==> config.mk <==
export PLATFORM = sky130hd
export DESIGN_NAME = scan_timer
export DESIGN_NICKNAME = d
export VERILOG_FILES = /design/src/logic/ppu_pkg.sv /design/src/logic/scan_timer.sv
export SDC_FILE = /design/constraint.sdc
export NUM_CORES = 1
export LEC_CHECK = 0
export CORE_AREA = 5 5 50 52
export CTS_CLUSTER_SIZE = 12
export DETAILED_ROUTE_END_ITERATION = 8
export DIE_AREA = 0 0 55 57
export DONT_BUFFER_PORTS = 1
export PLACE_DENSITY = 0.73
export SLEW_MARGIN = 20
export SYNTH_ARGS = -nofsm -noshare
export SYNTH_HDL_FRONTEND = slang
export SYNTH_SLANG_ARGS = --single-unit
export TNS_END_PERCENT = 20
==> constraint.sdc <==
create_clock -name clk -period 4.1 [get_ports clk]
set_input_delay 0.82 -clock clk [delete_from_list [all_inputs] [get_ports clk]]
set_output_delay 0.82 -clock clk [all_outputs]
set_load 0.05 [all_outputs]
==> src/logic/ppu_pkg.sv <==
package ppu_pkg;

    // sprite geometry and memory sizes
    localparam int SPRITE_WIDTH = 8;
    localparam int NUM_OAM = 64;
    localparam int NUM_SEC = 8;
    localparam int NUM_TILES = 16;

    // raster timing, in pixel clocks
    localparam int COLS_PER_LINE = 341;
    localparam int LINES_PER_FRAME = 262;
    localparam int VISIBLE_COLS = 256;
    localparam int VISIBLE_ROWS = 240;
    localparam int CLK_DIV = 4;      // master clocks per pixel

    // host address map, byte addresses
    localparam logic [11:0] OAM_BASE = 12'h000;
    localparam logic [11:0] PAT_BASE = 12'h400;
    localparam logic [11:0] STATUS_ADDR = 12'h800;

    localparam logic [1:0] RESP_OKAY = 2'd0;
    localparam logic [1:0] RESP_SLVERR = 2'd2;

    typedef struct packed {
        logic [7:0] y_pos;
        logic [7:0] tile;
        logic [7:0] attribute;  // 7 vflip, 6 hflip, 5 prio, 1:0 palette
        logic [7:0] x_pos;
    } oam_entry_t;

    // host sees a plain word, evaluator sees the fields
    typedef union packed {
        logic [31:0] raw;
        oam_entry_t  entry;
    } oam_word_u;

    typedef struct packed {
        logic       active;
        logic [8:0] x_pos;
        logic [7:0] attribute;
        logic [7:0] bitmap_hi;
        logic [7:0] bitmap_lo;
    } second_oam_t;

    typedef struct packed {
        logic        awvalid;
        logic [11:0] awaddr;
        logic        wvalid;
        logic [31:0] wdata;
        logic        bready;
        logic        arvalid;
        logic [11:0] araddr;
        logic        rready;
    } axil_req_t;

    typedef struct packed {
        logic        awready;
        logic        wready;
        logic        bvalid;
        logic [1:0]  bresp;
        logic        arready;
        logic        rvalid;
        logic [31:0] rdata;
        logic [1:0]  rresp;
    } axil_rsp_t;

endpackage

==> src/logic/scan_timer.sv <==
`timescale 1ns/1ns

module scan_timer (
    input  logic       clk,
    input  logic       arst_n,
    output logic       clk_en,
    output logic [8:0] row,
    output logic [8:0] col,
    output logic       eval_start
);
    import ppu_pkg::*;

    logic [1:0] div_cnt;

    always_ff @(posedge clk or negedge arst_n) begin
        if (!arst_n) begin
            div_cnt <= 2'd0;
        end else begin
            div_cnt <= div_cnt + 2'd1;  // wraps every CLK_DIV clocks
        end
    end

    assign clk_en = (div_cnt == 2'(CLK_DIV - 1));

    always_ff @(posedge clk or negedge arst_n) begin
        if (!arst_n) begin
            col <= 9'd0;
            row <= 9'd0;
        end else if (clk_en) begin
            if (col == 9'(COLS_PER_LINE - 1)) begin
                col <= 9'd0;
                if (row == 9'(LINES_PER_FRAME - 1)) begin
                    row <= 9'd0;
                end else begin
                    row <= row + 9'd1;
                end
            end else begin
                col <= col + 9'd1;
            end
        end
    end

    // col steps onto the first hidden column at this edge
    assign eval_start = clk_en && (col == 9'(VISIBLE_COLS - 1));

endmodule

### Word-level counts from Yosys, hierarchy flattened

Index checks and enable logic that the tools add are counted.

* input bits: 2
* logic and storage cells: 14
* register bits: 20
* output and inout port bits: 20

* multiplexer cells: 2
* reduce and logical (&&, ||, !) cells: 2
* eq/ne operators: 4
* $add $sub $neg: 3

Operator list (count)
* adder 9 x 1 -> 9 bit, second input constant: 2
* equality test 9 bit, second input constant: 2
* two-way mux 9 bit: 2
* equality test 9 x 8 -> 1 bit, second input constant: 1
* adder 2 x 1 -> 2 bit, second input constant: 1
* equality test 2 bit, second input constant: 1
* AND reduction 2 bit: 1
* logical AND 1 bit: 1

### Logic depth before layout (Yosys ltp)

* word-level depth: 2
* mapped depth: 8

### Least setup slack after synthesis

Ideal clock, no wire load.

* path type: reg-to-output
* start: register col[2]
* end: output eval_start
* data required time: 3.280 ns
* stages on the path, launching flop included: 6
* slack: 1.565 ns
* data arrival time: 1.715 ns
* buffers on the path: 0
* cells stage by stage: dfrtp_1 -> nand4_1 -> nor2_1 -> and3_1 -> ha_1 -> and2_1

* word-level cells in the longest chain between the ends: 2

Ends and longest elaborated chain
* start: declaration: RTL line scan_timer.sv:8 `output logic [8:0] col,`
* start signal: assignment: RTL line scan_timer.sv:38 `col <= col + 9'd1;`
* equality test 9 x 8 -> 1 bit: RTL line scan_timer.sv:44 `assign eval_start = clk_en && (col == 9'(VISIBLE_COLS - 1));`
* logical AND 1 bit: RTL line scan_timer.sv:44
* end: declaration: RTL line scan_timer.sv:9 `output logic eval_start`

Every way passes these cells.

### Worst setup path in the final report

Same ends and word-level chain as after synthesis.

==> results.md <==
- CP required: 3280 ps
- Final Hold Vio Count: 0
- Final worst path period need: 3030 ps
- # hold bufs at CTS: 0
- Dominant cell by count in the synthesized netlist: dfrtp_1
- Slew Viols, Final: 0
- Cell Area, Synth: 1030 sq um
- Initial core utilization: 49.8%
- TritonCTS Buffers: 3
- Synth area leader: dfrtp_1
- Avg Synthesized Cell Area: 10.8 sq um
- Die area: 3140 sq um
- Critical Path Max Stage Delay: 750 ps
- Root buf cell: clkbuf_4
- RSZ-0062 raised after global routing: false
- Iter 0 DRT Violations: 22
- Setup TNS: 0 ps
- Synth Net Count: 103
- Status: finished clean
- I/O Buffers: 0
- Post-route ant nets: 0
- Area contributors post-synth: dfrtp_1 49%, ha_1 7.3%, nand4_1 4.3%, xnor2_1 4.3%, and3_1 3.0%
- Die Width: 55 um
- DRC: 0
- Tcrit/Tclk final: 73.9%
- Max-slew headroom: 47.4%
- Setup Buffers After CTS: 0
- Worst-Skew Late Latency: 300 ps
- Final #Nets: 105
- Hpwl dp: 1440 um
- Layout cells sized above 1: 6.32%
- LEAKAGE: 0.000484 uW
- Pin count of the biggest net entering global routing: 21
- CTS tree: done
- Num rows: 17
- Cell total after placement: 120
- DRT Pass-1 Iters: 4
- First-pass GRT wire length: 3220 um
- Max Clock Freq: 0.330 GHz
- Number of global-route vias before repair: 738
- Actual slew at the worst max-slew pin: 790 ps
- Max_cap viols: 0
- Post-cts repair resize count: 0
- Gr usage total: 13.9%
- Layout Cells excl Fill: 123
- Arr. time, crit path: 2210 ps
- DRT Wirelength: 1960 um
- Yosys top cell area share: 48.7%
- Initial antenna violation count: 0
- WL per Instance: 15.9 um
- Clock Tree Buf Depth: 2
- Gr ovfl total: 0
- Worst path slowest cell: dfrtp_1
- Clk_skew: 11.1 ps
- Top FF cell, synth: dfrtp_1
- Clock slew seen by the registers of the worst setup and hold paths: 120 ps
- Final setup viols: 0
- Crit Path Max Fanout: 7
- Max VDD drop: 0.000160 V
- Synth cell count leaders: 20 x dfrtp_1, 8 x nor2_1, 7 x nand4_1
- Async set-reset flop share out of synthesis: 100%
- WS Path Type: reg -> out
- Startpoint class of the critical path: flop
- DR vias: 732
- Count of different cell masters after synthesis: 29
- CTS sink cnt: 20
- Cells after synthesis: 95
- Top-level I/O count: 22
- CP Capture Type: primary output
- EDFF count, synth: 0
- Number of synthesis warnings: 0
- Core area: 2060 sq um
- Height of the die: 57 um
- PD cells: 274 nW/um^2
- Register bit total from synthesis: 20
- H-tree levels: 1
- Area delta synth->final: 3.04%
- Number of diodes: 0
- Routability cong.: 0.860
- Via density: 5.95
- Sequential area share after synthesis: 48.7%
- Hold Path Class: in -> async
- Cells along the critical path: nand4_1, nor2_1, and3_1, ha_1, and2_1
- WHS: 194 ps
-- worst max-delay path: cells and delay by family (launching register included) --
family	cells	cell delay [ps]
AND/OR/NAND/NOR	4	1040
flip-flops	1	750
adder cells (fa/ha/maj)	1	130
-- cells by family after synthesis --
kind of cell	synth area share [%]
AOI/OAI and AO/OA	6.08
xor gates and xnor gates	6.81
adders and majority gates	7.30
buffers and inverters	4.74
DFF	48.7
muxes	4.50
and+or+nand+nor	21.9
-- routing by layer --
layer  part of all wire, %  GRT usage, %  wire (um)  vias to the layer above
li1                      -             -          -                      334
met4                  0.87          4.86         17                        0
met3                   6.7          4.96        132                        2
met1                    43          17.1        840                      371
met5                     0             0          0                        -
met2                    49          22.1        965                       25
-- cells in the final DEF (no fill, tap or decap) --
| cell type | n |
|---|---|
| mux2_4 | 1 |
| inv_1 | 6 |
| and3_1 | 5 |
| o2bb2ai_1 | 1 |
| nand2b_1 | 2 |
| nor2b_1 | 1 |
| o21ai_0 | 5 |
| xor2_1 | 3 |
| nor4bb_1 | 1 |
| clkbuf_4 | 3 |
| nand3_1 | 2 |
| xnor2_1 | 5 |
| and2_1 | 1 |
| nand4_2 | 1 |
| mux2_2 | 1 |
| nand4_1 | 7 |
| ha_1 | 6 |
| o22ai_1 | 1 |
| a21oi_1 | 1 |
| or3_1 | 1 |
| and4bb_1 | 1 |
| dfrtp_1 | 20 |
| and4b_1 | 2 |
| nand2_1 | 5 |
| a22o_1 | 2 |
| mux2i_1 | 2 |
| nor2_1 | 8 |
| nor3_1 | 1 |
-- report_power, final --
group	switching, uW	internal [uW]	total (uW)
Combinational	0	0	0.000205
Clock	59.5	34.2	93.7
Sequential	0	197	197
Total	59.5	231	291
-- cell type report --
class	instances	area, sq um
fill	214	1000
sequential	20	500
multi-input combinational	66	479
clock buffer	3	22.5
tap	28	35.0
inverter	6	22.5
-- path summary, 6_finish.rpt --
kind / startpoint / end / slack [ps] / depth (start not counted)
max: col[2] / eval_start / 1070 / 5
min: arst_n / row[7] / 190 / 0
max reg2reg: col[0] / row[3] / 1810 / 6
min reg2reg: div_cnt[0] / div_cnt[0] / 440 / 1
max in group asynchronous: arst_n / col[5] / 3820 / 0
min in group clk: div_cnt[0] / div_cnt[0] / 440 / 1
-- stage by stage --
stage | cell area (sq um) | util (%) | worst slack [ps] | total power, uW
detailed placement | 1040 | 50.3 | 1410 | 201
finish | 1060 | 51.4 | 1070 | 291
floorplan | 1030 | - | 1560 | 201
global placement | 1040 | 50.3 | 1450 | 201
CTS | 1060 | 51.4 | 1060 | 291
global route | 1060 | 51.4 | 941 | 301
-- flip-flops by register name (all words and copies together), names as in the netlist --
name     cells
div_cnt      2
col          9
row          9
No activity file was read; power rests on OpenSTA's default activity.
