`src/logic/ppu_pkg.sv`:
```
package ppu_pkg;

    // sprite geometry and memory sizes
    localparam int SPRITE_WIDTH = 8;
    localparam int NUM_OAM = 64;
    localparam int NUM_SEC = 8;
    localparam int NUM_TILES = 16;

    // raster timing, in pixel clocks
    localparam int COLS_PER_LINE = 341;
    localparam int LINES_PER_FRAME = 262;
    localparam int VISIBLE_COLS = 256;
    localparam int VISIBLE_ROWS = 240;
    localparam int CLK_DIV = 4;      // master clocks per pixel

    // host address map, byte addresses
    localparam logic [11:0] OAM_BASE = 12'h000;
    localparam logic [11:0] PAT_BASE = 12'h400;
    localparam logic [11:0] STATUS_ADDR = 12'h800;

    localparam logic [1:0] RESP_OKAY = 2'd0;
    localparam logic [1:0] RESP_SLVERR = 2'd2;

    typedef struct packed {
        logic [7:0] y_pos;
        logic [7:0] tile;
        logic [7:0] attribute;  // 7 vflip, 6 hflip, 5 prio, 1:0 palette
        logic [7:0] x_pos;
    } oam_entry_t;

    // host sees a plain word, evaluator sees the fields
    typedef union packed {
        logic [31:0] raw;
        oam_entry_t  entry;
    } oam_word_u;

    typedef struct packed {
        logic       active;
        logic [8:0] x_pos;
        logic [7:0] attribute;
        logic [7:0] bitmap_hi;
        logic [7:0] bitmap_lo;
    } second_oam_t;

    typedef struct packed {
        logic        awvalid;
        logic [11:0] awaddr;
        logic        wvalid;
        logic [31:0] wdata;
        logic        bready;
        logic        arvalid;
        logic [11:0] araddr;
        logic        rready;
    } axil_req_t;

    typedef struct packed {
        logic        awready;
        logic        wready;
        logic        bvalid;
        logic [1:0]  bresp;
        logic        arready;
        logic        rvalid;
        logic [31:0] rdata;
        logic [1:0]  rresp;
    } axil_rsp_t;

endpackage

```
`src/logic/oam_axi_slave.sv`:
```
`timescale 1ns/1ns

module oam_axi_slave (
    input  logic               clk,
    input  logic               arst_n,
    input  ppu_pkg::axil_req_t axil_req,
    output ppu_pkg::axil_rsp_t axil_rsp,
    input  logic [5:0]         oam_idx,
    output ppu_pkg::oam_word_u oam_word,
    input  logic [6:0]         pat_idx,
    output logic [15:0]        pat_word,
    input  logic               overflow_set
);
    import ppu_pkg::*;

    oam_word_u   oam_mem [NUM_OAM];
    logic [15:0] pat_mem [NUM_TILES * SPRITE_WIDTH];
    logic        ovf_flag;

    logic wr_fire;
    logic rd_fire;
    logic wr_oam, wr_pat, wr_st;
    logic rd_oam, rd_pat, rd_st;

    function automatic logic hit_oam(input logic [11:0] addr);
        return addr[11:8] == OAM_BASE[11:8];
    endfunction

    function automatic logic hit_pat(input logic [11:0] addr);
        return addr[11:9] == PAT_BASE[11:9];
    endfunction

    function automatic logic hit_status(input logic [11:0] addr);
        return addr[11:2] == STATUS_ADDR[11:2];
    endfunction

    assign wr_oam = hit_oam(axil_req.awaddr);
    assign wr_pat = hit_pat(axil_req.awaddr);
    assign wr_st = hit_status(axil_req.awaddr);
    assign rd_oam = hit_oam(axil_req.araddr);
    assign rd_pat = hit_pat(axil_req.araddr);
    assign rd_st = hit_status(axil_req.araddr);

    // ready is a one-cycle pulse, so valid is still up at the edge
    assign wr_fire = axil_rsp.awready && axil_req.awvalid && axil_req.wvalid;
    assign rd_fire = axil_rsp.arready && axil_req.arvalid;

    always_ff @(posedge clk or negedge arst_n) begin
        if (!arst_n) begin
            axil_rsp <= '0;
            ovf_flag <= 1'b0;
        end else begin
            // write channel, both address and data needed
            axil_rsp.awready <= axil_req.awvalid && axil_req.wvalid
                                && !axil_rsp.bvalid && !axil_rsp.awready;
            axil_rsp.wready <= axil_req.awvalid && axil_req.wvalid
                               && !axil_rsp.bvalid && !axil_rsp.awready;
            if (wr_fire) begin
                axil_rsp.bvalid <= 1'b1;
                axil_rsp.bresp <= (wr_oam || wr_pat || wr_st) ? RESP_OKAY : RESP_SLVERR;
            end else if (axil_req.bready) begin
                axil_rsp.bvalid <= 1'b0;
            end

            axil_rsp.arready <= axil_req.arvalid && !axil_rsp.rvalid && !axil_rsp.arready;
            if (rd_fire) begin
                axil_rsp.rvalid <= 1'b1;
                axil_rsp.rresp <= RESP_OKAY;
                if (rd_oam) begin
                    axil_rsp.rdata <= oam_mem[axil_req.araddr[7:2]].raw;
                end else if (rd_pat) begin
                    axil_rsp.rdata <= {16'd0, pat_mem[axil_req.araddr[8:2]]};
                end else if (rd_st) begin
                    axil_rsp.rdata <= {31'd0, ovf_flag};
                end else begin
                    axil_rsp.rdata <= 32'd0;
                    axil_rsp.rresp <= RESP_SLVERR;
                end
            end else if (axil_req.rready) begin
                axil_rsp.rvalid <= 1'b0;
            end

            // sticky, any write to status clears it; a new overflow wins
            if (overflow_set) begin
                ovf_flag <= 1'b1;
            end else if (wr_fire && wr_st) begin
                ovf_flag <= 1'b0;
            end
        end
    end

    always_ff @(posedge clk) begin
        if (wr_fire && wr_oam) begin
            oam_mem[axil_req.awaddr[7:2]].raw <= axil_req.wdata;
        end
        if (wr_fire && wr_pat) begin
            pat_mem[axil_req.awaddr[8:2]] <= axil_req.wdata[15:0];  // lo plane in low byte
        end
    end

    assign oam_word = oam_mem[oam_idx];
    assign pat_word = pat_mem[pat_idx];

endmodule

```
`config.mk`:
```
export PLATFORM = sky130hd
export DESIGN_NAME = oam_axi_slave
export DESIGN_NICKNAME = d
export VERILOG_FILES = /design/src/logic/ppu_pkg.sv /design/src/logic/oam_axi_slave.sv
export SDC_FILE = /design/constraint.sdc
export NUM_CORES = 2
export LEC_CHECK = 0
export CAP_MARGIN = 5
export CORE_AREA = 2 2 645 647
export DETAILED_ROUTE_END_ITERATION = 16
export DIE_AREA = 0 0 647 649
export DONT_BUFFER_PORTS = 1
export PLACE_DENSITY = 0.66
export SLEW_MARGIN = 20
export SYNTH_ARGS = -nofsm -noshare
export SYNTH_HDL_FRONTEND = slang
export SYNTH_SLANG_ARGS = --single-unit
```
`constraint.sdc`:
```
create_clock -name clk -period 6.73 [get_ports clk]
set_input_delay 0.673 -clock clk [delete_from_list [all_inputs] [get_ports clk]]
set_output_delay 0.673 -clock clk [all_outputs]
set_load 0.005 [all_outputs]
```
======== Word-level counts from Yosys, hierarchy flattened ========
Memories as Yosys holds them, arrays and structs flattened.
Cells that the tools add are included.
word-level totals
  register bits ........................... 41
  bits in latches ......................... 0
  RAM bits ................................ 4096
  ROM bits ................................ 0
  input port bits ......................... 77
  output and inout port bits .............. 89
  logic and storage cells ................. 53
  memories kept ........................... 2
cells by class
  add/sub/neg operators ................... 0
  multipliers ............................. 0
  div/mod/pow operators ................... 0
  $lt $le $gt $ge ......................... 0
  equal/unequal tests ..................... 4
  shifts and indexed selects .............. 0
  multiplexer cells ....................... 17
  bitwise operators ....................... 0
  reduce and logical (&&, ||, !) cells .... 22
memories
  name     depth  width  read ports  clocked after Yosys merged registers in  write ports  RTL line             source
  oam_mem  64     32     2           0                                        1            oam_axi_slave.sv:16  oam_word_u oam_mem [NUM_OAM];
  pat_mem  128    16     2           0                                        1            oam_axi_slave.sv:17  logic [15:0] pat_mem [NUM_TILES * SPRITE_WIDTH];
operators by type and width
  kind                                                             number
  32-bit two-way mux                                               1
  10-bit == test, second input constant                            2
  16-bit two-way mux                                               1
  1-bit logical AND                                                11
  1-bit two-way mux                                                11
  4-bit zero test                                                  2
  2-bit two-way mux                                                4
  3-bit by 2-bit == test with 1-bit output, second input constant  2
  2-bit nonzero test                                               3
  1-bit zero test                                                  4
  1-bit logical OR                                                 2

======== Depth between registers and ports, before layout ========
  depth after elaboration ................. 5
  depth in mapped cells ................... 11
  depth with buffers taken out ............ 6

======== Worst setup path after synthesis ========
Ideal clock, no wire load.
  path kind ............................... input -> output
  start ................................... input oam_idx[0]
  end ..................................... output oam_word[10] in the netlist's numbering
  data arrival time ....................... 2.895 ns
  required time ........................... 6.057 ns
  setup slack ............................. 3.162 ns
  stages .................................. 6
  cell sequence ........................... clkbuf_1 -> buf_2 -> buf_2 -> mux4_2 -> mux4_2 -> mux4_2
RTL lines
  element          RTL line            source
  start, declared  oam_axi_slave.sv:8  input logic [5:0] oam_idx,
  end, declared    oam_axi_slave.sv:9  output ppu_pkg::oam_word_u oam_word,

======== Final worst setup path ========
  start ................................... input pat_idx[0]
  end ..................................... output pat_word[3]
on the way
  word-level cells in the longest chain between the ends .. 1
ends and longest elaborated chain
  element                   RTL line             source
  start, declared           oam_axi_slave.sv:10  input logic [6:0] pat_idx,
  memory read 128 x 16 bit  n/a
  end, declared             oam_axi_slave.sv:11  output logic [15:0] pat_word,
Every way passes these cells.

==> results.sh <==
export IMPL_synthTopCellsByArea="edfxtp_1 65%, mux4_2 29%, buf_2 0.61%"
export IMPL_via_count=107000
export IMPL_crit_arrival_ps=5190
export IMPL_maxSlewHeadroom_pct=-38.2
export IMPL_drv_slew=152
export IMPL_synth_flop_cell="edfxtp_1"
export IMPL_violations="slew limit"
export IMPL_maxCapViolations=0
export IMPL_final_cell_mix="4096 x edfxtp_1, 2420 x mux4_2, 435 x clkbuf_16, 239 x buf_4, 150 x nand2_1"
export IMPL_initialDrtViolationCount=20100
export IMPL_grt_antenna_before_repair=31
export IMPL_status="finished with violations"
export IMPL_layout_drive_gt1_share_pct=40.1
export IMPL_grt_overflow_total=0
export IMPL_dp_hpwl_um=359000
export IMPL_hold_path_end="pat_mem[9][0]$_DFFE_PP_"
export IMPL_die_x_um=647
export IMPL_clkTransAtPathRegs_ps=60
export IMPL_worstSetupEndpointType="output pin"
export IMPL_ctsResizeCount=0
export IMPL_synth_top_area_share_pct=65.0
export IMPL_grt_pass1_vias=106000
export IMPL_leakage_uw=0.0643
export IMPL_synth_edf_count=4096
export IMPL_layout_commonest_cell="edfxtp_1"
export IMPL_fin_nets=8662
export IMPL_synthArstFlopShare_pct=0.943
export IMPL_clock_skew_ps=47.6
export IMPL_grt_pass1_wl_um=887000
export IMPL_clk_latency_ps=1010
export IMPL_rows=236
export IMPL_hold_path_class="in -> reg"
export IMPL_io_buffers=0
export IMPL_drtPass1Iterations=7
export IMPL_avgSynthCellArea_um2=22.3
export IMPL_die_area_um2=420000
export IMPL_drc=0
export IMPL_viasPerCell=7.40
export IMPL_ios=166
export IMPL_synthCells=8467
export IMPL_grt_start_max_net_pins=513
export IMPL_required_ps=6060
export IMPL_wl_per_cell_um=45.7
export IMPL_core_region_area_um2=413000
export IMPL_ir_worst_vdd_v=0.000284
export IMPL_setup_viol=0
export IMPL_r2r_end="oam_mem[13][19]$_DFFE_PP_"
export IMPL_netlist_area_um2=189000
export IMPL_power_uw=55700
export IMPL_htree_levels=5
export IMPL_max_clock_path_buffers=4
export IMPL_min_period_ps=5870
export IMPL_power_density_nw_per_um2=262
export IMPL_yosys_warnings=0
export IMPL_fmax_mhz=170
export IMPL_syn_to_final_growth_pct=12.3
export IMPL_r2r_start="axil_rsp[39]$_DFF_PN0_"
export IMPL_crit_start="pat_idx[0]"
export IMPL_r2r_slack_ps=1730
export IMPL_gp_congestion=0.873
export IMPL_yosysSeqAreaShare_pct=65.5
export IMPL_rsz0062_at_grt="false"
export IMPL_antenna_left=0
export IMPL_postCtsHoldBufs=73
export IMPL_initial_core_util_pct=45.9
export IMPL_grt_total_usage_pct=31.1
export IMPL_holdCritStartpoint="axil_req[15]"
export IMPL_fin_crit_sh_pct=87.2
export IMPL_die_y_um=649
export IMPL_reg2regPathDepth=6
export IMPL_start_kind="input port"
export IMPL_synth_top_cell_by_area="edfxtp_1"
export IMPL_crit_path_max_fanout=109
export IMPL_cts_sink_count=4135
export IMPL_synth_distinct_cells=62
export IMPL_tightestPinTransition_ps=2070
export IMPL_synth_seq_cells=4135
export IMPL_pre_cts_slack_ps=137
export IMPL_post_cts_buffers=0
export IMPL_finalSetupTns_ps=0
export IMPL_layout_setup_ws_ps=864
export IMPL_drt_total_wl_um=659000
export IMPL_hold_violations=0
export IMPL_cts_inserted_buffers=431
export IMPL_hold_depth=0
export IMPL_crit_type="in -> out"
export IMPL_tritoncts="built"
export IMPL_ctsRootBufferMaster="clkbuf_16"
## flip-flops by register name, summed over array words and instances, names as in the netlist
| register | flops |
|---|---|
| pat_mem | 2048 |
| axil_rsp | 38 |
| ovf_flag | 1 |
| oam_mem | 2048 |
## synthesized netlist by cell type, drive strengths merged, types with 2 or more instances
cell	count
o2111ai	2
nor3b	9
o22a	3
nand2	154
a22oi	145
mux2i	112
mux2	9
mux4	2420
nand2b	13
or3	4
nor2b	11
or4	7
a2111oi	4
inv	6
nor3	30
a21oi	71
nand4	9
dfrtp	39
nand3b	4
o21ai	52
o211ai	7
edfxtp	4096
clkbuf	306
a221oi	49
nor4	12
o21a	16
a31oi	6
o311ai	2
o41ai	6
and2	8
and3b	2
o22ai	93
buf	389
nand3	27
o31ai	16
o221ai	6
a22o	46
nor2	219
a211oi	22
a21o	10
and3	5
a211o	4
or2	3
## power by group
| group | switching [uW] | internal, uW |
|---|---|---|
| registers | 65.4 | 28300 |
| clock network | 10300 | 13100 |
| logic | 2160 | 1790 |
| total | 12500 | 43300 |
## metrics by stage
stage / hold WS, ps / utilization [%] / area (um^2) / cells
final: 32.3 / 51.5 / 212000 / 14400
after global routing: 18.3 / 51.5 / 212000 / 14400
after CTS: 5.99 / 51.4 / 212000 / 14400
after detailed placement: 379 / 47.8 / 197000 / 13500
after global placement: 380 / 47.6 / 196000 / 13500
after floorplan: 377 / - / 189000 / 8468
## worst max-delay path: stages
cell and delay [ps]:
buf_16 530, buf_16 490, buf_16 400, buf_16 360, buf_16 370, mux4_2 560
mux4_2 540, mux4_2 490, o21a_1 310
## cells by family after synthesis
logic type / count (synthesis) / share of synthesized area (%)
compound gates: 568 / 2.11
buf+inv: 702 / 1.70
flops: 4135 / 65.5
mux: 2541 / 29.5
other cells: 1 / 0.00198
simple gates: 520 / 1.21
## cell type report
cell class,instances,area [um^2]
Clock inverter,231,2090
Timing Repair Buffer,379,4820
Antenna cell,13,32.5
Fill cell,31500,200000
Clock buffer,551,11400
Sequential cell,4135,124000
Tap cell,5474,6850
Multi-Input combinational cell,3631,63200
Inverter,7,35.0
## routing by layer
metal | routed length, um | track usage, % | vias up
met5 | 363 | 0 | -
met4 | 46800 | 18.1 | 33
met3 | 92400 | 9.40 | 1760
met2 | 301000 | 46.7 | 8954
met1 | 219000 | 40.2 | 57700
li1 | - | - | 38300
## worst max path at each step
| stage | slack (ps) | to | depth (start not counted) |
|---|---|---|---|
| detailed placement | 140 | pat_word[5] | 9 |
| global placement | 400 | pat_word[3] | 7 |
| finish | 860 | pat_word[3] | 9 |
| CTS | 140 | pat_word[3] | 9 |
| global route | 570 | pat_word[3] | 9 |
| floorplan | 3160 | oam_word[10] | 6 |
(Power assumes the default switching activity.)
