===== src/logic/ppu_pkg.sv =====
package ppu_pkg;

    // sprite geometry and memory sizes
    localparam int SPRITE_WIDTH = 8;
    localparam int NUM_OAM = 64;
    localparam int NUM_SEC = 8;
    localparam int NUM_TILES = 16;

    // raster timing, in pixel clocks
    localparam int COLS_PER_LINE = 341;
    localparam int LINES_PER_FRAME = 262;
    localparam int VISIBLE_COLS = 256;
    localparam int VISIBLE_ROWS = 240;
    localparam int CLK_DIV = 4;      // master clocks per pixel

    // host address map, byte addresses
    localparam logic [11:0] OAM_BASE = 12'h000;
    localparam logic [11:0] PAT_BASE = 12'h400;
    localparam logic [11:0] STATUS_ADDR = 12'h800;

    localparam logic [1:0] RESP_OKAY = 2'd0;
    localparam logic [1:0] RESP_SLVERR = 2'd2;

    typedef struct packed {
        logic [7:0] y_pos;
        logic [7:0] tile;
        logic [7:0] attribute;  // 7 vflip, 6 hflip, 5 prio, 1:0 palette
        logic [7:0] x_pos;
    } oam_entry_t;

    // host sees a plain word, evaluator sees the fields
    typedef union packed {
        logic [31:0] raw;
        oam_entry_t  entry;
    } oam_word_u;

    typedef struct packed {
        logic       active;
        logic [8:0] x_pos;
        logic [7:0] attribute;
        logic [7:0] bitmap_hi;
        logic [7:0] bitmap_lo;
    } second_oam_t;

    typedef struct packed {
        logic        awvalid;
        logic [11:0] awaddr;
        logic        wvalid;
        logic [31:0] wdata;
        logic        bready;
        logic        arvalid;
        logic [11:0] araddr;
        logic        rready;
    } axil_req_t;

    typedef struct packed {
        logic        awready;
        logic        wready;
        logic        bvalid;
        logic [1:0]  bresp;
        logic        arready;
        logic        rvalid;
        logic [31:0] rdata;
        logic [1:0]  rresp;
    } axil_rsp_t;

endpackage


===== src/logic/sprite_eval_fsm.sv =====
`timescale 1ns/1ns

module sprite_eval_fsm (
    input  logic                 clk,
    input  logic                 arst_n,
    input  logic                 clk_en,
    input  logic                 eval_start,
    input  logic [8:0]           row,
    output logic [5:0]           oam_idx,
    input  ppu_pkg::oam_word_u   oam_word,
    output logic [6:0]           pat_idx,
    input  logic [15:0]          pat_word,
    output ppu_pkg::second_oam_t sec_oam [ppu_pkg::NUM_SEC],
    output logic                 overflow_set
);
    import ppu_pkg::*;

    typedef enum logic [1:0] {
        S_IDLE,
        S_SCAN,
        S_FETCH,
        S_DONE
    } state_t;

    state_t     state;
    logic [8:0] target_row;   // row being prepared
    logic [5:0] scan_idx;
    logic [3:0] found_cnt;
    logic [2:0] fetch_idx;
    logic       ovf_seen;

    logic [3:0] tile_q [NUM_SEC];
    logic [2:0] line_q [NUM_SEC];

    oam_entry_t entry;
    logic [8:0] row_diff;
    logic       in_range;
    logic       take;
    logic [2:0] fetch_line;

    assign entry = oam_word.entry;
    assign row_diff = target_row - {1'b0, entry.y_pos};  // negative wraps high
    assign in_range = (row_diff < 9'(SPRITE_WIDTH));
    assign take = in_range && (found_cnt < 4'(NUM_SEC));
    assign oam_idx = scan_idx;

    // vertical flip reads the rows bottom up
    assign fetch_line = sec_oam[fetch_idx].attribute[7] ? ~line_q[fetch_idx]
                                                        : line_q[fetch_idx];
    assign pat_idx = {tile_q[fetch_idx], fetch_line};

    always_ff @(posedge clk or negedge arst_n) begin
        if (!arst_n) begin
            state <= S_IDLE;
            target_row <= 9'd0;
            scan_idx <= 6'd0;
            found_cnt <= 4'd0;
            fetch_idx <= 3'd0;
            ovf_seen <= 1'b0;
            overflow_set <= 1'b0;
            for (int i = 0; i < NUM_SEC; i++) begin
                sec_oam[i] <= '0;
            end
        end else begin
            overflow_set <= 1'b0;
            if (clk_en) begin
                if (eval_start) begin
                    state <= S_SCAN;
                    target_row <= (row == 9'(LINES_PER_FRAME - 1)) ? 9'd0 : row + 9'd1;
                    scan_idx <= 6'd0;
                    found_cnt <= 4'd0;
                    fetch_idx <= 3'd0;
                    ovf_seen <= 1'b0;
                    for (int i = 0; i < NUM_SEC; i++) begin
                        sec_oam[i] <= '0;
                    end
                end else begin
                    case (state)
                        S_SCAN: begin
                            if (take) begin
                                sec_oam[found_cnt[2:0]].x_pos <= {1'b0, entry.x_pos};
                                sec_oam[found_cnt[2:0]].attribute <= entry.attribute;
                                found_cnt <= found_cnt + 4'd1;
                            end else if (in_range && !ovf_seen) begin
                                overflow_set <= 1'b1;  // ninth sprite, dropped
                                ovf_seen <= 1'b1;
                            end
                            scan_idx <= scan_idx + 6'd1;
                            if (scan_idx == 6'(NUM_OAM - 1)) begin
                                state <= (found_cnt == 4'd0 && !take) ? S_DONE : S_FETCH;
                            end
                        end
                        S_FETCH: begin
                            sec_oam[fetch_idx].bitmap_lo <= pat_word[7:0];
                            sec_oam[fetch_idx].bitmap_hi <= pat_word[15:8];
                            sec_oam[fetch_idx].active <= 1'b1;
                            fetch_idx <= fetch_idx + 3'd1;
                            if ({1'b0, fetch_idx} == found_cnt - 4'd1) begin
                                state <= S_DONE;
                            end
                        end
                        S_DONE: begin
                            state <= S_IDLE;
                        end
                        default: begin
                            state <= S_IDLE;
                        end
                    endcase
                end
            end
        end
    end

    // tile and line of each found sprite, kept for the fetch phase
    always_ff @(posedge clk) begin
        if (clk_en && !eval_start && state == S_SCAN && take) begin
            tile_q[found_cnt[2:0]] <= entry.tile[3:0];
            line_q[found_cnt[2:0]] <= row_diff[2:0];
        end
    end

endmodule


===== config.mk =====
export PLATFORM = sky130hd
export DESIGN_NAME = sprite_eval_fsm
export DESIGN_NICKNAME = d
export VERILOG_FILES = /design/src/logic/ppu_pkg.sv /design/src/logic/sprite_eval_fsm.sv
export SDC_FILE = /design/constraint.sdc
export NUM_CORES = 1
export LEC_CHECK = 0
export BUFFER_PORTS_ARGS = -buffer_cell sky130_fd_sc_hd__buf_2
export CAP_MARGIN = 20
export CORE_MARGIN = 1.5
export CORE_UTILIZATION = 55
export CTS_BUF_LIST = sky130_fd_sc_hd__clkbuf_4 sky130_fd_sc_hd__clkbuf_8
export DETAILED_ROUTE_END_ITERATION = 12
export PLACE_DENSITY = 0.89
export SYNTH_ARGS = -nofsm -noshare
export SYNTH_HDL_FRONTEND = slang
export SYNTH_SLANG_ARGS = --single-unit

===== constraint.sdc =====
create_clock -name clk -period 3.7 [get_ports clk]
set_input_delay 0.555 -clock clk [delete_from_list [all_inputs] [get_ports clk]]
set_output_delay 0.555 -clock clk [all_outputs]
set_load 0.05 [all_outputs]

# Yosys cells after proc, flatten, opt, wreduce, memory -nomap -nowiden
# Memories as Yosys holds them, arrays and structs flattened.
# Index checks and enable logic that the tools add are counted.
[op_classes] n_addsub=6 order_cmp=6 n_eq_ne=9 muxes=46 bitwise_logic=3 reduce_logical=24
[op_table] cell="bitwise mux 272 bit" count=5
[op_table] cell="2-to-1 mux 272 bit" count=2
[op_table] cell="one-hot mux 272 bit (2 select lines)" count=1
[op_table] cell="demux 34 bit (select 3 bit)" count=5
[op_table] cell="binary-select mux 34 bit (select 3 bit)" count=1
[op_table] cell="2-to-1 mux 24 bit" count=3
[op_table] cell="2-to-1 mux 34 bit" count=1
[op_table] cell="2-to-1 mux 33 bit" count=1
[op_table] cell="2-to-1 mux 16 bit" count=1
[op_table] cell="2-to-1 mux 1 bit" count=12
[op_table] cell="2-to-1 mux 4 bit" count=3
[op_table] cell="2-to-1 mux 6 bit" count=2
[op_table] cell="adder 9 x 1 -> 9 bit (second input constant)" count=1
[op_table] cell="equality test 9 bit (second input constant)" count=1
[op_table] cell="less-than comparator 9 x 4 -> 1 bit (second input constant)" count=1
[op_table] cell="2-to-1 mux 3 bit" count=3
[op_table] cell="2-to-1 mux 9 bit" count=1
[op_table] cell="!= test 3 bit (second input constant)" count=3
[op_table] cell="AND reduction 3 bit" count=3
[op_table] cell="subtractor 9 x 8 -> 9 bit" count=1
[op_table] cell="greater-or-equal comparator 4 bit (second input constant)" count=2
[op_table] cell="logical AND 1 bit" count=8
[op_table] cell="less-than comparator 4 x 1 -> 1 bit (second input constant)" count=2
[op_table] cell="2-to-1 mux 8 bit" count=1
[op_table] cell="20 further kinds" count=30
[totals] register_bits=298 ram_bits=56 input_bits=61 word_cells=143 n_memories=2
[mem_list] name="tile_q" depth=8 word_bits=4 rd=1 rd_ports_with_merged_regs=0 wr=1 line_no="sprite_eval_fsm.sv:32" text="logic [3:0] tile_q [NUM_SEC];"
[mem_list] name="line_q" depth=8 word_bits=3 rd=1 rd_ports_with_merged_regs=0 wr=1 line_no="sprite_eval_fsm.sv:33" text="logic [2:0] line_q [NUM_SEC];"

# Logic depth before layout (Yosys ltp)
[logic_depth] word_depth=10 ltp_mapped=14 ltp_nobuf=10

# Least setup slack after synthesis
# No wires, ideal clock.
[synth_timing] path_kind="in2reg" start="in oam_word[24] in the netlist's numbering" end="reg sec_oam[175] in the netlist's numbering" setup_time_ns=0.121 arrival_ns=3.188 t_required_ns=3.579 setup_slack_ns=0.391 stages=13 n_path_buf=4 cell_sequence="ha_1 fa_1 nand2b_1 a211oi_2 nor4_1 or2_1 buf_6 o31a_1 buf_6 o31a_1 buf_2 buf_6 a22o_1"
[synth_between] elab_chain_len=5
[synth_lines] item="start: declaration" line_no="sprite_eval_fsm.sv:10" text="input ppu_pkg::oam_word_u oam_word,"
[synth_lines] item="subtractor 9 x 8 -> 9 bit" line_no="sprite_eval_fsm.sv:42" text="assign row_diff = target_row - {1'b0, entry.y_pos};"
[synth_lines] item="less-than comparator 9 x 4 -> 1 bit" line_no="sprite_eval_fsm.sv:43" text="assign in_range = (row_diff < 9'(SPRITE_WIDTH));"
[synth_lines] item="logical AND 1 bit" line_no="sprite_eval_fsm.sv:44" text="assign take = in_range && (found_cnt < 4'(NUM_SEC));"
[synth_lines] item="!= test 3 bit (no source line)"
[synth_lines] item="AND reduction 3 bit (no source line)"
[synth_lines] item="end: declaration" line_no="sprite_eval_fsm.sv:13" text="output ppu_pkg::second_oam_t sec_oam [ppu_pkg::NUM_SEC],"
# Every way passes these cells.
# A chain may end at the register's enable or synchronous reset.

# Final worst setup path
[layout_timing] start="reg fetch_idx[0]" end="out pat_idx[0]"
[layout_between] elab_chain_len=5 elab_cells_between_ends=7 cone_classes="4 x mux; 2 x bitwise; 1 x memory"
[layout_lines] item="start: declaration" line_no="sprite_eval_fsm.sv:29" text="logic [2:0] fetch_idx;"
[layout_lines] item="start signal: assignment" line_no="sprite_eval_fsm.sv:97" text="fetch_idx <= fetch_idx + 3'd1;"
[layout_lines] item="inverter 3 -> 4 bit (implied by the code)" line_no="sprite_eval_fsm.sv:48" text="assign fetch_line = sec_oam[fetch_idx].attribute[7] ? ~line_q[fetch_idx]"
[layout_lines] item="binary-select mux 34 bit (select 3 bit)" line_no="sprite_eval_fsm.sv:48"
[layout_lines] item="2-to-1 mux 24 bit (implied by the code) (2 in series)" line_no="sprite_eval_fsm.sv:48"
[layout_lines] item="2-to-1 mux 3 bit *" line_no="sprite_eval_fsm.sv:48"
[layout_lines] item="end: declaration" line_no="sprite_eval_fsm.sv:11" text="output logic [6:0] pat_idx,"
# Mark *: on every way between the ends. The rest lies on a longest branch, timed or not. The select of a mux whose other input is x is not followed.

==> flow_metrics.tcl <==
set metrics [dict create \
    synth.distinct_cells 59 \
    start_util_pct 55.7 \
    reg2reg_slack_ns 0.16 \
    antenna_found_initial 0 \
    slew_headroom_pct 24.7 \
    crit_end "pat_idx[0]" \
    first_global_vias 10900 \
    critical_path_class "register to output port" \
    worstReg2RegEnd "sec_oam[102]$_DFFE_PN0P_" \
    critPathSlowestCell "dfrtp_1" \
    synthArstFlopShare_pct 83.8 \
    numPortBuffers 334 \
    via_per_inst 6.26 \
    hold_buffers 0 \
    syn-instance-count 1054 \
    synth_edf_count 56 \
    reg2reg_depth 11 \
    setup_viol_count_final 0 \
    synth-seq-area-share_pct 63.9 \
    synth_seq_cells 346 \
    leakage_nw 9.01 \
    dpl_cell_area_mm2 0.0161 \
    wl_met2_mm 19.8 \
    routedWlPerCell_um 23.1 \
    wl_met3_mm 4.02 \
    pin_count 347 \
    gp_congestion 0.903 \
    ys.flop_type "dfrtp_1" \
    start_kind "register" \
    cts_setup_buffers 0 \
    core_mm2 0.0251 \
    cts_tree "yes" \
    grt_usage_pct 30.5 \
    netlist_area_mm2 0.0140 \
    die_h_um 163 \
    period_share_pct 96.1 \
    crit_path_max_incr_delay_ns 0.80 \
    arrival_ns 3.00 \
    worst_ir_drop_vdd_uv 481 \
    rsz0062_at_grt "false" \
    cts_resized 0 \
    switching_share_pct 29.6 \
    ant_nets 0 \
    cp.depth 5 \
    cts.path.max_buffers 3 \
    antenna-diode-count 0 \
    first_pass_iters 5 \
    crit_path_start "fetch_idx[0]$_DFFE_PN0P_" \
    finalWirelength_mm 41.0 \
    grt_overflow 0 \
    worstMarginPinSlew_ns 1.13 \
    intPower_w 0.00667 \
    path_cells "buf_4 -> mux4_2 -> a221oi_1 -> xor2_1 -> buf_2" \
    hold_viol 0 \
    seqPwrFrac_pct 43.1 \
    reg2reg_from "target_row[0]$_DFFE_PN0P_" \
    die_area_mm2 0.0264 \
    grt_first_pass_wirelength_mm 62.1 \
    status "completed" \
    p_sw_w 0.00280 \
    path_buf_inv 2 \
    nets 1477 \
    final_area_mm2 0.0174 \
    place.detailed.hpwl_mm 27.8 \
    vias 11100 \
    clk_pin_slew_ns 0.06 \
    syn_area_per_cell_um2 13.3 \
    cts.htree.levels 2 \
    fmax_mhz 281 \
    drive_above_1_share_pct 35.4 \
    std_cell_rows 58 \
    power.share.clock_pct 39.4 \
    cts.sinks 346 \
    drv_slew 0 \
    die_width_um 163 \
    end_kind "output port" \
    area_growth_pct 24.3 \
    hp-class "input pin to asynchronous set/reset pin" \
    yosysWarnings 0 \
    worst-path-max-fanout 16 \
    power_density_mw_per_mm2 545 \
    grt_start_max_net_pins 115 \
    clock_tree.root_cell "clkbuf_8" \
    post-route-util_pct 69.3 \
    cap_violations 0 \
    drc 0 \
    clk-insertion-delay-late_ns 0.58 \
    post-route-min-period_ns 3.56 \
    cts_buffers 55 \
    pwr-share-comb_pct 17.5 \
    drt_iter0_markers 1088 \
    worstPathRequired_ns 3.14 \
    critical-path-top-delay-family "flip-flops" \
    met1Wirelength_mm 15.7 \
    dr.max_layer_used "met4" \
    skew_ns 0.0234 \
]
## synthesized netlist by cell type (3+ instances only)
cell type  instances  area, µm²
a221oi_1           3       26.3
o21ai_0           20        100
a22oi_1            7       52.6
nand2_1           34        128
dfrtp_1          290       7260
nor2b_1            5       31.3
o21ai_1            3       15.0
buf_6              4       45.0
o31a_1             6       52.6
nor2_1            41        154
mux2i_1           12        120
buf_1             36        135
a21o_1             7       52.6
mux2_2             9        101
xor2_1            10       87.6
buf_2             10       50.1
or3_1              3       18.8
a21oi_1           18       90.1
o31ai_1            3       22.5
nand2b_1           3       18.8
or4_1              3       22.5
xnor2_1            8       70.1
nor3_1            12       60.1
o22ai_1            6       37.5
edfxtp_1          56       1680
a31oi_1           13       81.3
a22o_1           258       2260
and3_1            21        131
o2bb2ai_1          3       26.3
buf_4             10       75.1
nand4_1            3       18.8
o22a_1             4       35.0
ha_1              17        213
nor4_4             4       85.1
clkbuf_1          41        154
nand3_1           15       75.1
mux4_2             3       67.6
inv_1             28        105
## registers in the layout (all words and copies together) (netlist names), 2 cells and up
name	count
tile_q	32
found_cnt	4
state	2
target_row	9
oam_idx	6
sec_oam	264
line_q	24
fetch_idx	3
## area by class of cell
type | count | area (µm²)
repair buffers | 381 | 2100
well taps | 330 | 413
fillers | 1717 | 7720
inverters | 28 | 105
flip-flops and latches | 346 | 8940
multi-input cells | 586 | 4550
clock inverters | 16 | 235
clock buffers | 85 | 1050
## power by group through the flow
stage	sequential, W	combinational, W	clock (W)
after CTS	0.00408	0.00165	0.00375
after floorplan	0.00428	0.00102	0
after detailed placement	0.00415	0.00163	0
after global placement	0.00414	0.00158	0
final	0.00408	0.00166	0.00373
after global routing	0.00409	0.00176	0.00393
## worst min path at each step
stage                              start                       end  slack [ns]  cells past startpoint
global route                      arst_n  sec_oam[140]$_DFFE_PN0P_        0.12                      1
finish                            arst_n  sec_oam[240]$_DFFE_PN0P_        0.04                      1
floorplan                         arst_n  fetch_idx[0]$_DFFE_PN0P_        0.26                      0
CTS                               arst_n  sec_oam[241]$_DFFE_PN0P_        0.09                      1
detailed placement  ovf_seen$_DFFE_PN0P_    overflow_set$_DFF_PN0_        0.44                      1
global placement    ovf_seen$_DFFE_PN0P_    overflow_set$_DFF_PN0_        0.44                      1
## per-stage QoR
step                hold WS (ns)  power, W  cells  setup TNS [ns]  worst slack [ns]
floorplan                  0.259   0.00530   1061               0             0.391
global placement           0.444   0.00572   1670               0           0.00869
detailed placement         0.443   0.00578   1670           -1.31           -0.0913
CTS                       0.0898   0.00948   1771               0            0.0803
global route               0.117   0.00978   1772               0            0.0211
finish                    0.0430   0.00947   1772               0             0.143
## logic make-up (layout without fill, tap and decap cells)
kind of cell	count (synthesis)	in the layout	synth area share, %
AO/OA/AOI/OAI	362	362	21.1
flip-flops	346	346	63.9
AND/OR/NAND/NOR	156	156	6.13
buffers and inverters	129	510	4.03
multiplexers	24	24	2.06
adder cells (fa/ha/maj)	18	18	1.66
XOR/XNOR	18	18	1.13
other	1	8	0.0268
## layer usage
| metal | up-vias | GRT usage, % |
|---|---|---|
| li1 | 4670 | - |
| met1 | 5598 | 39.1 |
| met2 | 711 | 49.9 |
| met3 | 119 | 7.64 |
| met4 | 0 | 12.5 |
| met5 | - | 0 |
## cells in the final DEF (no fill, tap or decap), drive strengths merged, types with 18 or more instances in the layout
master,n
o21ai,23
inv,28
and3,21
nand2,34
a22o,258
buf,381
a21oi,18
nor2,41
dfrtp,290
edfxtp,56
clkbuf,85
Note: power is estimated with default switching activity, not from simulation.
